--- src/logic/mem_pkg.sv ---
package mem_pkg;

	// ------------------------------------------------------------
	// memory bus widths
	// ------------------------------------------------------------
	// byte address, 128MB space
	localparam int MEM_ADDR_WIDTH = 27;
	localparam int MEM_DATA_WIDTH = 32;

	typedef logic [MEM_ADDR_WIDTH-1:0] mem_addr_t;
	typedef logic [MEM_DATA_WIDTH-1:0] mem_data_t;

	// one 32-bit word per step
	localparam mem_addr_t WORD_STEP = 4;

	typedef enum logic {
		MEM_READ  = 1'b0,
		MEM_WRITE = 1'b1
	} mem_op_e;

endpackage

--- src/logic/comm_pkg.sv ---
package comm_pkg;

	// ------------------------------------------------------------
	// host link words and sync constants
	// ------------------------------------------------------------
	typedef logic [31:0] word_t;

	localparam word_t KEY_SYNC = 32'h4A78B9F2;
	localparam word_t XOR_SYNC = 32'hCD0031F7;

	// empty receive cycles needed before sync starts
	localparam int PURGE_CYCLES    = 20000;
	localparam int PURGE_CNT_WIDTH = $clog2(PURGE_CYCLES + 1);

	// ------------------------------------------------------------
	// command word layout
	// ------------------------------------------------------------
	localparam int    WRITE_FLAG_BIT = 12;
	localparam int    COUNT_FLAG_BIT = 13;
	// bits 23..14, unsupported flags
	localparam word_t FLAG_FIELD     = 32'h00FF_C000;
	localparam int    COUNT_WIDTH    = 12;

	typedef enum logic [1:0] {
		PURGE,
		SYNC,
		RUN
	} link_state_e;

	typedef enum logic [3:0] {
		IDLE,
		COMMAND,
		ADDRESS,
		STEP,
		FETCH_DATA,
		ACCESS,
		RETURN_DATA,
		ACKNOWLEDGE,
		ERROR
	} seq_state_e;

endpackage
--- src/logic/comm_bridge_top.sv ---
module comm_bridge_top (
	input  logic               clock_i,
	input  logic               resetn_i,
	// host FIFOs
	input  logic               rx_empty_i,
	input  comm_pkg::word_t    rx_data_i,
	output logic               rx_read_o,
	input  logic               tx_full_i,
	output logic               tx_write_o,
	output comm_pkg::word_t    tx_data_o,
	// memory bus
	input  logic               mem_ready_i,
	output logic               mem_req_o,
	output logic               mem_rw_o,
	output mem_pkg::mem_addr_t mem_addr_o,
	output mem_pkg::mem_data_t mem_data_o,
	input  logic               mem_done_i,
	input  mem_pkg::mem_data_t mem_data_i,
	output logic               mem_clear_o,
	output logic               exception_o
);

	import comm_pkg::*;
	import mem_pkg::*;

	// ------------------------------------------------------------
	// link to sequencer
	// ------------------------------------------------------------
	logic      get_req;
	logic      get_valid;
	word_t     get_word;
	logic      put_req;
	word_t     put_word;
	logic      put_done;

	// ------------------------------------------------------------
	// sequencer to memory port
	// ------------------------------------------------------------
	logic      acc_start;
	mem_op_e   acc_op;
	mem_addr_t acc_addr;
	mem_data_t acc_wdata;
	logic      acc_done;
	mem_data_t acc_rdata;

	word_link i_word_link (
		.clock_i     (clock_i),
		.resetn_i    (resetn_i),
		.rx_empty_i  (rx_empty_i),
		.rx_data_i   (rx_data_i),
		.rx_read_o   (rx_read_o),
		.tx_full_i   (tx_full_i),
		.tx_write_o  (tx_write_o),
		.tx_data_o   (tx_data_o),
		.get_req_i   (get_req),
		.get_valid_o (get_valid),
		.get_word_o  (get_word),
		.put_req_i   (put_req),
		.put_word_i  (put_word),
		.put_done_o  (put_done)
	);

	cmd_sequencer i_cmd_sequencer (
		.clock_i     (clock_i),
		.resetn_i    (resetn_i),
		.get_req_o   (get_req),
		.get_valid_i (get_valid),
		.get_word_i  (get_word),
		.put_req_o   (put_req),
		.put_word_o  (put_word),
		.put_done_i  (put_done),
		.acc_start_o (acc_start),
		.acc_op_o    (acc_op),
		.acc_addr_o  (acc_addr),
		.acc_wdata_o (acc_wdata),
		.acc_done_i  (acc_done),
		.acc_rdata_i (acc_rdata),
		.exception_o (exception_o)
	);

	mem_port i_mem_port (
		.clock_i     (clock_i),
		.resetn_i    (resetn_i),
		.acc_start_i (acc_start),
		.acc_op_i    (acc_op),
		.acc_addr_i  (acc_addr),
		.acc_wdata_i (acc_wdata),
		.acc_done_o  (acc_done),
		.acc_rdata_o (acc_rdata),
		.mem_ready_i (mem_ready_i),
		.mem_req_o   (mem_req_o),
		.mem_rw_o    (mem_rw_o),
		.mem_addr_o  (mem_addr_o),
		.mem_data_o  (mem_data_o),
		.mem_done_i  (mem_done_i),
		.mem_data_i  (mem_data_i),
		.mem_clear_o (mem_clear_o)
	);

endmodule

--- src/logic/mem_port.sv ---
module mem_port (
	input  logic               clock_i,
	input  logic               resetn_i,
	// access from the sequencer
	input  logic               acc_start_i,
	input  mem_pkg::mem_op_e   acc_op_i,
	input  mem_pkg::mem_addr_t acc_addr_i,
	input  mem_pkg::mem_data_t acc_wdata_i,
	output logic               acc_done_o,
	output mem_pkg::mem_data_t acc_rdata_o,
	// memory bus
	input  logic               mem_ready_i,
	output logic               mem_req_o,
	output logic               mem_rw_o,
	output mem_pkg::mem_addr_t mem_addr_o,
	output mem_pkg::mem_data_t mem_data_o,
	input  logic               mem_done_i,
	input  mem_pkg::mem_data_t mem_data_i,
	output logic               mem_clear_o
);

	import mem_pkg::*;

	typedef enum logic [1:0] {
		PORT_IDLE,
		PORT_WAIT_READY,
		PORT_WAIT_DONE
	} port_state_e;

	port_state_e state_q;
	logic        done_q;
	mem_op_e     op_q;
	mem_addr_t   addr_q;
	mem_data_t   wdata_q;
	mem_data_t   rdata_q;

	always_ff @(posedge clock_i) begin
		if (!resetn_i) begin
			state_q <= PORT_IDLE;
			done_q  <= 1'b0;
		end else begin
			done_q <= 1'b0;
			case (state_q)
				PORT_IDLE: begin
					if (acc_start_i) begin
						state_q <= PORT_WAIT_READY;
					end
				end
				PORT_WAIT_READY: begin
					if (mem_ready_i) begin
						state_q <= PORT_WAIT_DONE;
					end
				end
				PORT_WAIT_DONE: begin
					if (mem_done_i) begin
						state_q <= PORT_IDLE;
						done_q  <= 1'b1;
					end
				end
				default: begin
					state_q <= PORT_IDLE;
				end
			endcase
		end
	end

	// hold request fields for the whole access
	always_ff @(posedge clock_i) begin
		if (state_q == PORT_IDLE && acc_start_i) begin
			op_q    <= acc_op_i;
			addr_q  <= acc_addr_i;
			wdata_q <= acc_wdata_i;
		end
		if (mem_clear_o && op_q == MEM_READ) begin
			rdata_q <= mem_data_i;
		end
	end

	assign mem_req_o   = state_q == PORT_WAIT_READY && mem_ready_i;
	assign mem_clear_o = state_q == PORT_WAIT_DONE && mem_done_i;
	assign mem_rw_o    = op_q == MEM_WRITE;
	assign mem_addr_o  = addr_q;
	assign mem_data_o  = wdata_q;
	assign acc_done_o  = done_q;
	assign acc_rdata_o = rdata_q;

	a_req_fields_stable: assert property (@(posedge clock_i) disable iff (!resetn_i)
		mem_req_o |=> ($stable(mem_addr_o) && $stable(mem_rw_o)) throughout mem_done_i [->1]);

	// a new access only once the previous one has ended
	a_one_access_in_flight: assert property (@(posedge clock_i) disable iff (!resetn_i)
		acc_start_i |-> state_q == PORT_IDLE);

endmodule

--- src/logic/cmd_sequencer.sv ---
module cmd_sequencer (
	input  logic               clock_i,
	input  logic               resetn_i,
	// word link
	output logic               get_req_o,
	input  logic               get_valid_i,
	input  comm_pkg::word_t    get_word_i,
	output logic               put_req_o,
	output comm_pkg::word_t    put_word_o,
	input  logic               put_done_i,
	// memory access
	output logic               acc_start_o,
	output mem_pkg::mem_op_e   acc_op_o,
	output mem_pkg::mem_addr_t acc_addr_o,
	output mem_pkg::mem_data_t acc_wdata_o,
	input  logic               acc_done_i,
	input  mem_pkg::mem_data_t acc_rdata_i,
	output logic               exception_o
);

	import comm_pkg::*;
	import mem_pkg::*;

	seq_state_e             state_q;
	logic                   start_q;
	logic                   write_q;
	logic [COUNT_WIDTH-1:0] count_q;
	mem_addr_t              addr_q;
	mem_data_t              wdata_q;

	logic [COUNT_WIDTH-1:0] count_field;
	logic                   bad_flags;
	logic                   bad_count;
	logic                   last_word;
	logic                   next_word;

	assign count_field = get_word_i[COUNT_WIDTH-1:0];
	assign bad_flags   = (get_word_i & FLAG_FIELD) != '0;
	assign bad_count   = get_word_i[COUNT_FLAG_BIT] && count_field == '0;
	assign last_word   = count_q == COUNT_WIDTH'(1);

	// word finished and more to go
	assign next_word = !last_word &&
		((state_q == ACCESS && acc_done_i && write_q) ||
		(state_q == RETURN_DATA && put_done_i));

	// ------------------------------------------------------------
	// command FSM
	// ------------------------------------------------------------
	always_ff @(posedge clock_i) begin
		if (!resetn_i) begin
			state_q <= IDLE;
			start_q <= 1'b0;
		end else begin
			start_q <= 1'b0;
			case (state_q)
				IDLE: begin
					// zero terminator must lead every command
					if (get_valid_i) begin
						state_q <= (get_word_i != '0) ? ERROR : COMMAND;
					end
				end
				COMMAND: begin
					if (get_valid_i) begin
						state_q <= (bad_flags || bad_count) ? ERROR : ADDRESS;
					end
				end
				ADDRESS: begin
					if (get_valid_i) begin
						state_q <= STEP;
					end
				end
				STEP: begin
					if (write_q) begin
						state_q <= FETCH_DATA;
					end else begin
						start_q <= 1'b1;
						state_q <= ACCESS;
					end
				end
				FETCH_DATA: begin
					if (get_valid_i) begin
						start_q <= 1'b1;
						state_q <= ACCESS;
					end
				end
				ACCESS: begin
					if (acc_done_i) begin
						if (!write_q) begin
							state_q <= RETURN_DATA;
						end else begin
							state_q <= last_word ? ACKNOWLEDGE : STEP;
						end
					end
				end
				RETURN_DATA: begin
					// reads end without an acknowledge
					if (put_done_i) begin
						state_q <= last_word ? IDLE : STEP;
					end
				end
				ACKNOWLEDGE: begin
					if (put_done_i) begin
						state_q <= IDLE;
					end
				end
				ERROR: begin
					state_q <= ERROR;
				end
				default: begin
					state_q <= ERROR;
				end
			endcase
		end
	end

	// ------------------------------------------------------------
	// command, counter and address registers
	// ------------------------------------------------------------
	always_ff @(posedge clock_i) begin
		if (state_q == COMMAND && get_valid_i) begin
			write_q <= get_word_i[WRITE_FLAG_BIT];
			count_q <= get_word_i[COUNT_FLAG_BIT] ? count_field : COUNT_WIDTH'(1);
		end
		if (state_q == ADDRESS && get_valid_i) begin
			addr_q <= get_word_i[MEM_ADDR_WIDTH-1:0];
		end
		if (state_q == FETCH_DATA && get_valid_i) begin
			wdata_q <= get_word_i;
		end
		if (next_word) begin
			count_q <= count_q - 1'b1;
			addr_q  <= addr_q + WORD_STEP;
		end
	end

	assign get_req_o = state_q == IDLE || state_q == COMMAND ||
		state_q == ADDRESS || state_q == FETCH_DATA;
	assign put_req_o  = state_q == RETURN_DATA || state_q == ACKNOWLEDGE;
	// zero word doubles as the write acknowledge
	assign put_word_o = (state_q == RETURN_DATA) ? acc_rdata_i : '0;

	assign acc_start_o = start_q;
	assign acc_op_o    = write_q ? MEM_WRITE : MEM_READ;
	assign acc_addr_o  = addr_q;
	assign acc_wdata_o = wdata_q;

	assign exception_o = state_q == ERROR;

endmodule

--- src/logic/word_link.sv ---
module word_link (
	input  logic             clock_i,
	input  logic             resetn_i,
	// receive FIFO, show-ahead
	input  logic             rx_empty_i,
	input  comm_pkg::word_t  rx_data_i,
	output logic             rx_read_o,
	// transmit FIFO
	input  logic             tx_full_i,
	output logic             tx_write_o,
	output comm_pkg::word_t  tx_data_o,
	// sequencer side
	input  logic             get_req_i,
	output logic             get_valid_o,
	output comm_pkg::word_t  get_word_o,
	input  logic             put_req_i,
	input  comm_pkg::word_t  put_word_i,
	output logic             put_done_o
);

	import comm_pkg::*;

	link_state_e                state_q;
	logic [PURGE_CNT_WIDTH-1:0] purge_cnt_q;

	// ------------------------------------------------------------
	// link state and purge counter
	// ------------------------------------------------------------
	always_ff @(posedge clock_i) begin
		if (!resetn_i) begin
			state_q     <= PURGE;
			purge_cnt_q <= PURGE_CNT_WIDTH'(PURGE_CYCLES);
		end else begin
			case (state_q)
				PURGE: begin
					// any word seen restarts the quiet period
					if (!rx_empty_i) begin
						purge_cnt_q <= PURGE_CNT_WIDTH'(PURGE_CYCLES);
					end else if (purge_cnt_q != '0) begin
						purge_cnt_q <= purge_cnt_q - 1'b1;
					end else begin
						state_q <= SYNC;
					end
				end
				SYNC: begin
					if (!rx_empty_i && !tx_full_i && rx_data_i == KEY_SYNC) begin
						state_q <= RUN;
					end
				end
				RUN: begin
					state_q <= RUN;
				end
				default: begin
					state_q <= PURGE;
				end
			endcase
		end
	end

	// ------------------------------------------------------------
	// FIFO strobes, same cycle as the FIFO condition
	// ------------------------------------------------------------
	always_comb begin
		rx_read_o   = 1'b0;
		tx_write_o  = 1'b0;
		tx_data_o   = '0;
		get_valid_o = 1'b0;
		put_done_o  = 1'b0;
		case (state_q)
			PURGE: begin
				// discard stale words
				rx_read_o = !rx_empty_i;
			end
			SYNC: begin
				// echo needs room in tx, key gets no reply
				if (!rx_empty_i && !tx_full_i) begin
					rx_read_o = 1'b1;
					if (rx_data_i != KEY_SYNC) begin
						tx_write_o = 1'b1;
						tx_data_o  = rx_data_i ^ XOR_SYNC;
					end
				end
			end
			RUN: begin
				if (get_req_i && !rx_empty_i) begin
					rx_read_o   = 1'b1;
					get_valid_o = 1'b1;
				end
				if (put_req_i && !tx_full_i) begin
					tx_write_o = 1'b1;
					tx_data_o  = put_word_i;
					put_done_o = 1'b1;
				end
			end
			default: begin
				rx_read_o = 1'b0;
			end
		endcase
	end

	// head word is valid whenever get_valid_o is
	assign get_word_o = rx_data_i;

	a_no_read_when_empty: assert property (@(posedge clock_i) disable iff (!resetn_i)
		rx_read_o |-> !rx_empty_i);

endmodule

--- config.mk ---
export PLATFORM = sky130hd
export DESIGN_NAME = comm_bridge_top
export DESIGN_NICKNAME = d
export VERILOG_FILES = /design/src/logic/mem_pkg.sv /design/src/logic/comm_pkg.sv /design/src/logic/comm_bridge_top.sv /design/src/logic/mem_port.sv /design/src/logic/cmd_sequencer.sv /design/src/logic/word_link.sv
export SDC_FILE = /design/constraint.sdc
export NUM_CORES = 1
export LEC_CHECK = 0
export BUFFER_PORTS_ARGS = -buffer_cell sky130_fd_sc_hd__buf_2
export CORE_MARGIN = 1
export CORE_UTILIZATION = 30
export CTS_CLUSTER_DIAMETER = 80
export DETAILED_ROUTE_END_ITERATION = 7
export GPL_ROUTABILITY_DRIVEN = 0
export RECOVER_POWER = 25
export SLEW_MARGIN = 40
export SYNTH_ARGS = -nofsm -noshare
export SYNTH_HDL_FRONTEND = slang
export SYNTH_SLANG_ARGS = --single-unit
--- constraint.sdc ---
create_clock -name clock_i -period 7 [get_ports clock_i]
set_input_delay 1.4 -clock clock_i [delete_from_list [all_inputs] [get_ports clock_i]]
set_output_delay 1.4 -clock clock_i [all_outputs]
set_load 0.005 [all_outputs]
== Yosys cells after proc, flatten, opt, wreduce, memory -nomap -nowiden ==
Index checks and enable logic that the tools add are counted.
Word-level totals
  memory bits (read-only): 0
  output and inout port bits: 97
  register bits after elaboration: 189
  bits of input ports: 70
  logic and storage cells: 135
  memory bits (writable): 0
  memories: 0
  latch bits: 0
Cells by class
  bitwise logic cells: 2
  multiplexer cells: 48
  divide/modulo/power cells: 0
  reductions and logical operators: 39
  shift-type cells: 0
  multiply operators: 0
  eq/ne operators: 29
  add/subtract/negate cells: 3
  order comparisons: 0
Operator list (number)
  32-bit 2-to-1 mux: 4
  32-bit one-hot mux with 2 select lines: 1
  32-bit nonzero test: 2
  27-bit 2-to-1 mux: 2
  4-bit 2-to-1 mux: 10
  12-bit 2-to-1 mux: 3
  32-bit by 31-bit equality test with 1-bit output (second input constant): 1
  32-bit by 31-bit inequality test with 1-bit output (second input constant): 1
  4-bit one-hot mux with 8 select lines: 1
  15-bit 2-to-1 mux: 2
  27-bit by 3-bit adder with 27-bit output (second input constant): 1
  2-bit by 1-bit inequality test with 1-bit output (second input constant): 9
  4-bit by 3-bit equality test with 1-bit output (second input constant): 4
  1-bit logical AND: 16
  15-bit inverter: 1
  15-bit nonzero test: 1
  15-bit by 1-bit subtractor with 15-bit output (second input constant): 1
  2-bit 2-to-1 mux: 7
  12-bit by 1-bit equality test with 1-bit output (second input constant): 1
  12-bit zero test: 1
  1-bit 2-to-1 mux: 12
  2-bit one-hot mux with 3 select lines: 2
  12-bit by 1-bit subtractor with 12-bit output (second input constant): 1
  2-bit inequality test (second input constant): 5
  other kinds (17): 32

== Logic depth before layout (Yosys ltp) ==
  depth in word-level cells: 10
  mapped depth: 9
  depth with buffers taken out: 7

== Cells and area by module ==
A second synthesis with hierarchy kept.
Unflattened totals
  cells, all modules: 697
  area, all modules: 8665.8 um^2
Modules (own cells, without submodules)
  cmd_sequencer: instances 1, area an instance 3995.1 um^2, sequential area each 2262.2 um^2, cells each 358
  mem_port: instances 1, area an instance 2895.3 um^2, sequential area each 2822.7 um^2, cells each 105
  word_link: instances 1, area an instance 1775.5 um^2, sequential area each 340.3 um^2, cells each 234

== Worst setup path before layout ==
Ideal clock, no wire load.
  kind: register to register
  start: register i_mem_port.state_q[1]
  end: register i_mem_port.addr_q[0], in the netlist i_mem_port.mem_addr_o[0] (enable)
  cell stages (with the launch flop): 2
  setup time: 0.564 ns
  path buffers: 0
  arrival: 4.732 ns
  data required time: 6.436 ns
  period minus slack after synthesis: 5.296 ns
  slack: 1.704 ns
  cell sequence: dfxtp_1 nor3b_1
On the way
  word-level cells in the longest chain between the ends: 2
Ends and longest elaborated chain
  start: declaration: RTL line mem_port.sv:30  | port_state_e state_q;
  start signal: assignment: RTL line mem_port.sv:39  | state_q <= PORT_IDLE;
  start signal: assignment: RTL line mem_port.sv:46  | state_q <= PORT_WAIT_READY;
  start signal: assignment: RTL line mem_port.sv:51  | state_q <= PORT_WAIT_DONE;
  2-bit zero test: RTL line mem_port.sv:69  | if (state_q == PORT_IDLE && acc_start_i) begin
  1-bit logical AND: RTL line mem_port.sv:69
  end signal: assignment: RTL line mem_port.sv:71  | addr_q <= acc_addr_i;
  end: declaration: RTL line mem_port.sv:33  | mem_addr_t addr_q;
Every way passes these cells.
A chain may end at the register's enable or synchronous reset.

== Final worst setup path ==
  start: input port rx_data_i[2]
  end: output port tx_data_o[3]
On the way
  word-level cells in the longest chain between the ends: 4
Ends and longest elaborated chain
  start: declaration: RTL line comm_bridge_top.sv:6  | input comm_pkg::word_t rx_data_i,
  32-bit by 31-bit inequality test with 1-bit output: RTL line word_link.sv:78  | if (rx_data_i != KEY_SYNC) begin
  32-bit 2-to-1 mux: RTL line word_link.sv:78
  32-bit 2-to-1 mux: RTL line word_link.sv:76  | if (!rx_empty_i && !tx_full_i) begin
  32-bit one-hot mux with 2 select lines: RTL line word_link.sv:69  | case (state_q)
  end: declaration: RTL line comm_bridge_top.sv:10  | output comm_pkg::word_t tx_data_o,
Every way passes these cells.

==> flow_summary.ini <==
[place]
hpwl_um = 14500
dpl_cell_area_um2 = 9140
numPortBuffers = 166

[route]
postRouteAntennaNets = 0
drc_errors = 0
wire_per_inst_um = 18.0
dr.pass1.iters = 5
via_per_inst = 4.86
num_vias = 5448
drt_iter0_drc = 427
routed_wl_um = 20100

[finish]
fin_util_pct = 37.5
fin_area_um2 = 9720
num-fill-cells = 2544
final_nets = 849
drive_gt1_share_pct = 25.1
regArea_um2 = 5430
multi_input_area_um2 = 2340
syn_to_final_growth_pct = 23.0

[synth]
synth_top_cell_by_area = edfxtp_1
synthCells = 601
synth.distinct_cells = 52
yosysSeqAreaShare_pct = 68.7
ys_top_cells_by_area = edfxtp_1, dfxtp_1, nand2_1, o21ai_0, xor2_1
synth_async_sr_flop_share_pct = 0
syn_avg_cell_area_um2 = 13.1
yosysWarnings = 0
synth_edf_count = 164
yosys.area.top_type_share_pct = 62.3
synth_common_cells = edfxtp_1, nand2_1, o21ai_0
syn-num-nets = 679
synth_most_common_cell = edfxtp_1
ys.flop_type = edfxtp_1
synth_area_um2 = 7900
ys_ff_latch = 189

[die]
die_w_um = 164
dieHeight_um = 164
placeableCoreArea_um2 = 25900
dieArea_um2 = 27000
rows = 59
ios = 167
start_util_pct = 30.5

[global_route]
grt_overflow = 0
grt_pass1_vias = 4962
grt_usage_pct = 15.1
grt_pass1_wl_um = 29500
antenna_found_initial = 1
grt_max_degree = 68

[sta]
finalCritPeriodShare_pct = 70.9
tightestPinTransition_ns = 0.814
setup_tns_ns = 0
max-slew-margin-rel_pct = 45.8
setup_violations = 0
grt_setup_unrepaired = false
skew_ns = 0.0110
hold_viol = 0
final_max_slew_viol_count = 0
fmax_mhz = 201
period_minus_slack_ns = 4.96

[setup_path]
worstSetupPathType = in2out
start_kind = input port
slowest_stage = or4_4
crit_fanout = 17
worstPathBufferInverterCount = 2
critPathArrivalTime_ns = 3.56
critPathRequiredTime_ns = 5.60
critical_path.max_stage_delay_ns = 0.56
crit_family = simple AND/OR/NAND/NOR gates
crit_chain = clkbuf_1, or4_4, nor4_4, a41oi_2, and3_1, a22o_1, buf_2
critPathCaptureType = output port

[cts]
cts.repair.resized = 0
cts_root_buf = clkbuf_16
ctsHoldBuffers = 0
clock-sinks = 189
clk_pin_slew_worst_paths_ns = 0.08
cts_buffer_depth = 2
tritoncts = yes
cts_buffers = 17
htreeDepth = 4
post_cts_buffers = 0
clk_latency_ns = 0.44

[job]
drv_cap = 0

[power]
p_per_area_nw_per_um2 = 242
finalPower_mw = 2.35
leakage_nw = 3.51
ir_drop_mv = 0.153

[hold_path]
hold_class = reg2reg

[outcome]
status = complete, no violations
[layout make-up]
cell class              count  area share, %
inverters                  15          0.579
well taps                 335           4.31
clock buffers              17           4.38
repair buffers            173           9.04
multi-input cells         375           24.1
diodes                      1         0.0257
flip-flops and latches    189           55.8
clock inverters            15           1.75
[logic make-up after synthesis]
| logic type | count (synthesis) | share of synthesized area, % |
|---|---|---|
| DFF | 189 | 68.7 |
| and+or+nand+nor | 221 | 15.0 |
| xor gates and xnor gates | 42 | 4.66 |
| adders and majority gates | 9 | 1.39 |
| buffers and inverters | 37 | 2.06 |
| AOI/OAI and AO/OA | 103 | 8.17 |
[cell usage in the layout, fill, tap and decap left out, types with 8 or more instances in the layout]
cell / instances
clkbuf_1: 20
ha_1: 8
nor2_1: 29
dfxtp_1: 25
a21oi_1: 9
nand3_1: 25
inv_1: 15
xor2_1: 29
a22o_1: 17
and4_1: 8
o21ai_0: 52
nand4_1: 12
clkbuf_16: 17
xnor2_1: 13
buf_2: 146
edfxtp_1: 164
nand2_1: 70
[power by group]
group | switching [mW] | internal (mW)
clock network | 0.474 | 0.480
logic | 0.0963 | 0.0591
registers | 0.0141 | 1.23
[registers in the layout (all words and copies together) (netlist names), 4 cells and up]
signal	flops
i_cmd_sequencer.acc_addr_o	27
i_cmd_sequencer.acc_wdata_o	32
i_cmd_sequencer.count_q	12
i_cmd_sequencer.state_q	4
i_mem_port.acc_rdata_o	32
i_mem_port.mem_addr_o	27
i_mem_port.mem_data_o	32
i_word_link.purge_cnt_q	15
[layer usage]
| layer | up-vias | part of all wire [%] | global-route usage [%] |
|---|---|---|---|
| li1 | 2609 | - | - |
| met1 | 2606 | 45 | 20.5 |
| met2 | 207 | 46 | 23.6 |
| met3 | 26 | 6.8 | 3.84 |
| met4 | 0 | 1.7 | 4.42 |
| met5 | - | 0 | 0 |
[final timing paths]
check / start / to / slack [ns] / cells past startpoint
min: i_cmd_sequencer.acc_wdata_o[26]$_DFFE_PP_ / i_mem_port.mem_data_o[26]$_DFFE_PP_ / 0.41 / 0
max reg2reg: i_cmd_sequencer.count_q[6]$_DFFE_PP_ / i_cmd_sequencer.acc_addr_o[20]$_DFFE_PP_ / 4.40 / 5
min reg2reg: i_cmd_sequencer.acc_wdata_o[26]$_DFFE_PP_ / i_mem_port.mem_data_o[26]$_DFFE_PP_ / 0.41 / 0
max: rx_data_i[2] / tx_data_o[3] / 2.04 / 7
[worst register-to-register path, cell delays in order, from the launching register on]
cell and delay [ns]:
edfxtp_1 0.46, or4_1 0.59, and4bb_2 0.40, nor3b_1 0.07
buf_4 0.19, or2_2 0.56
[metrics by stage]
stage	hold slack, ns	std cells	worst slack (ns)
floorplan	0.400	601	1.70
global placement	0.401	1086	2.09
detailed placement	0.405	1087	2.05
CTS	0.415	1119	2.05
global route	0.418	1119	1.91
finish	0.415	1120	2.04
No activity file was read; power rests on OpenSTA's default activity.
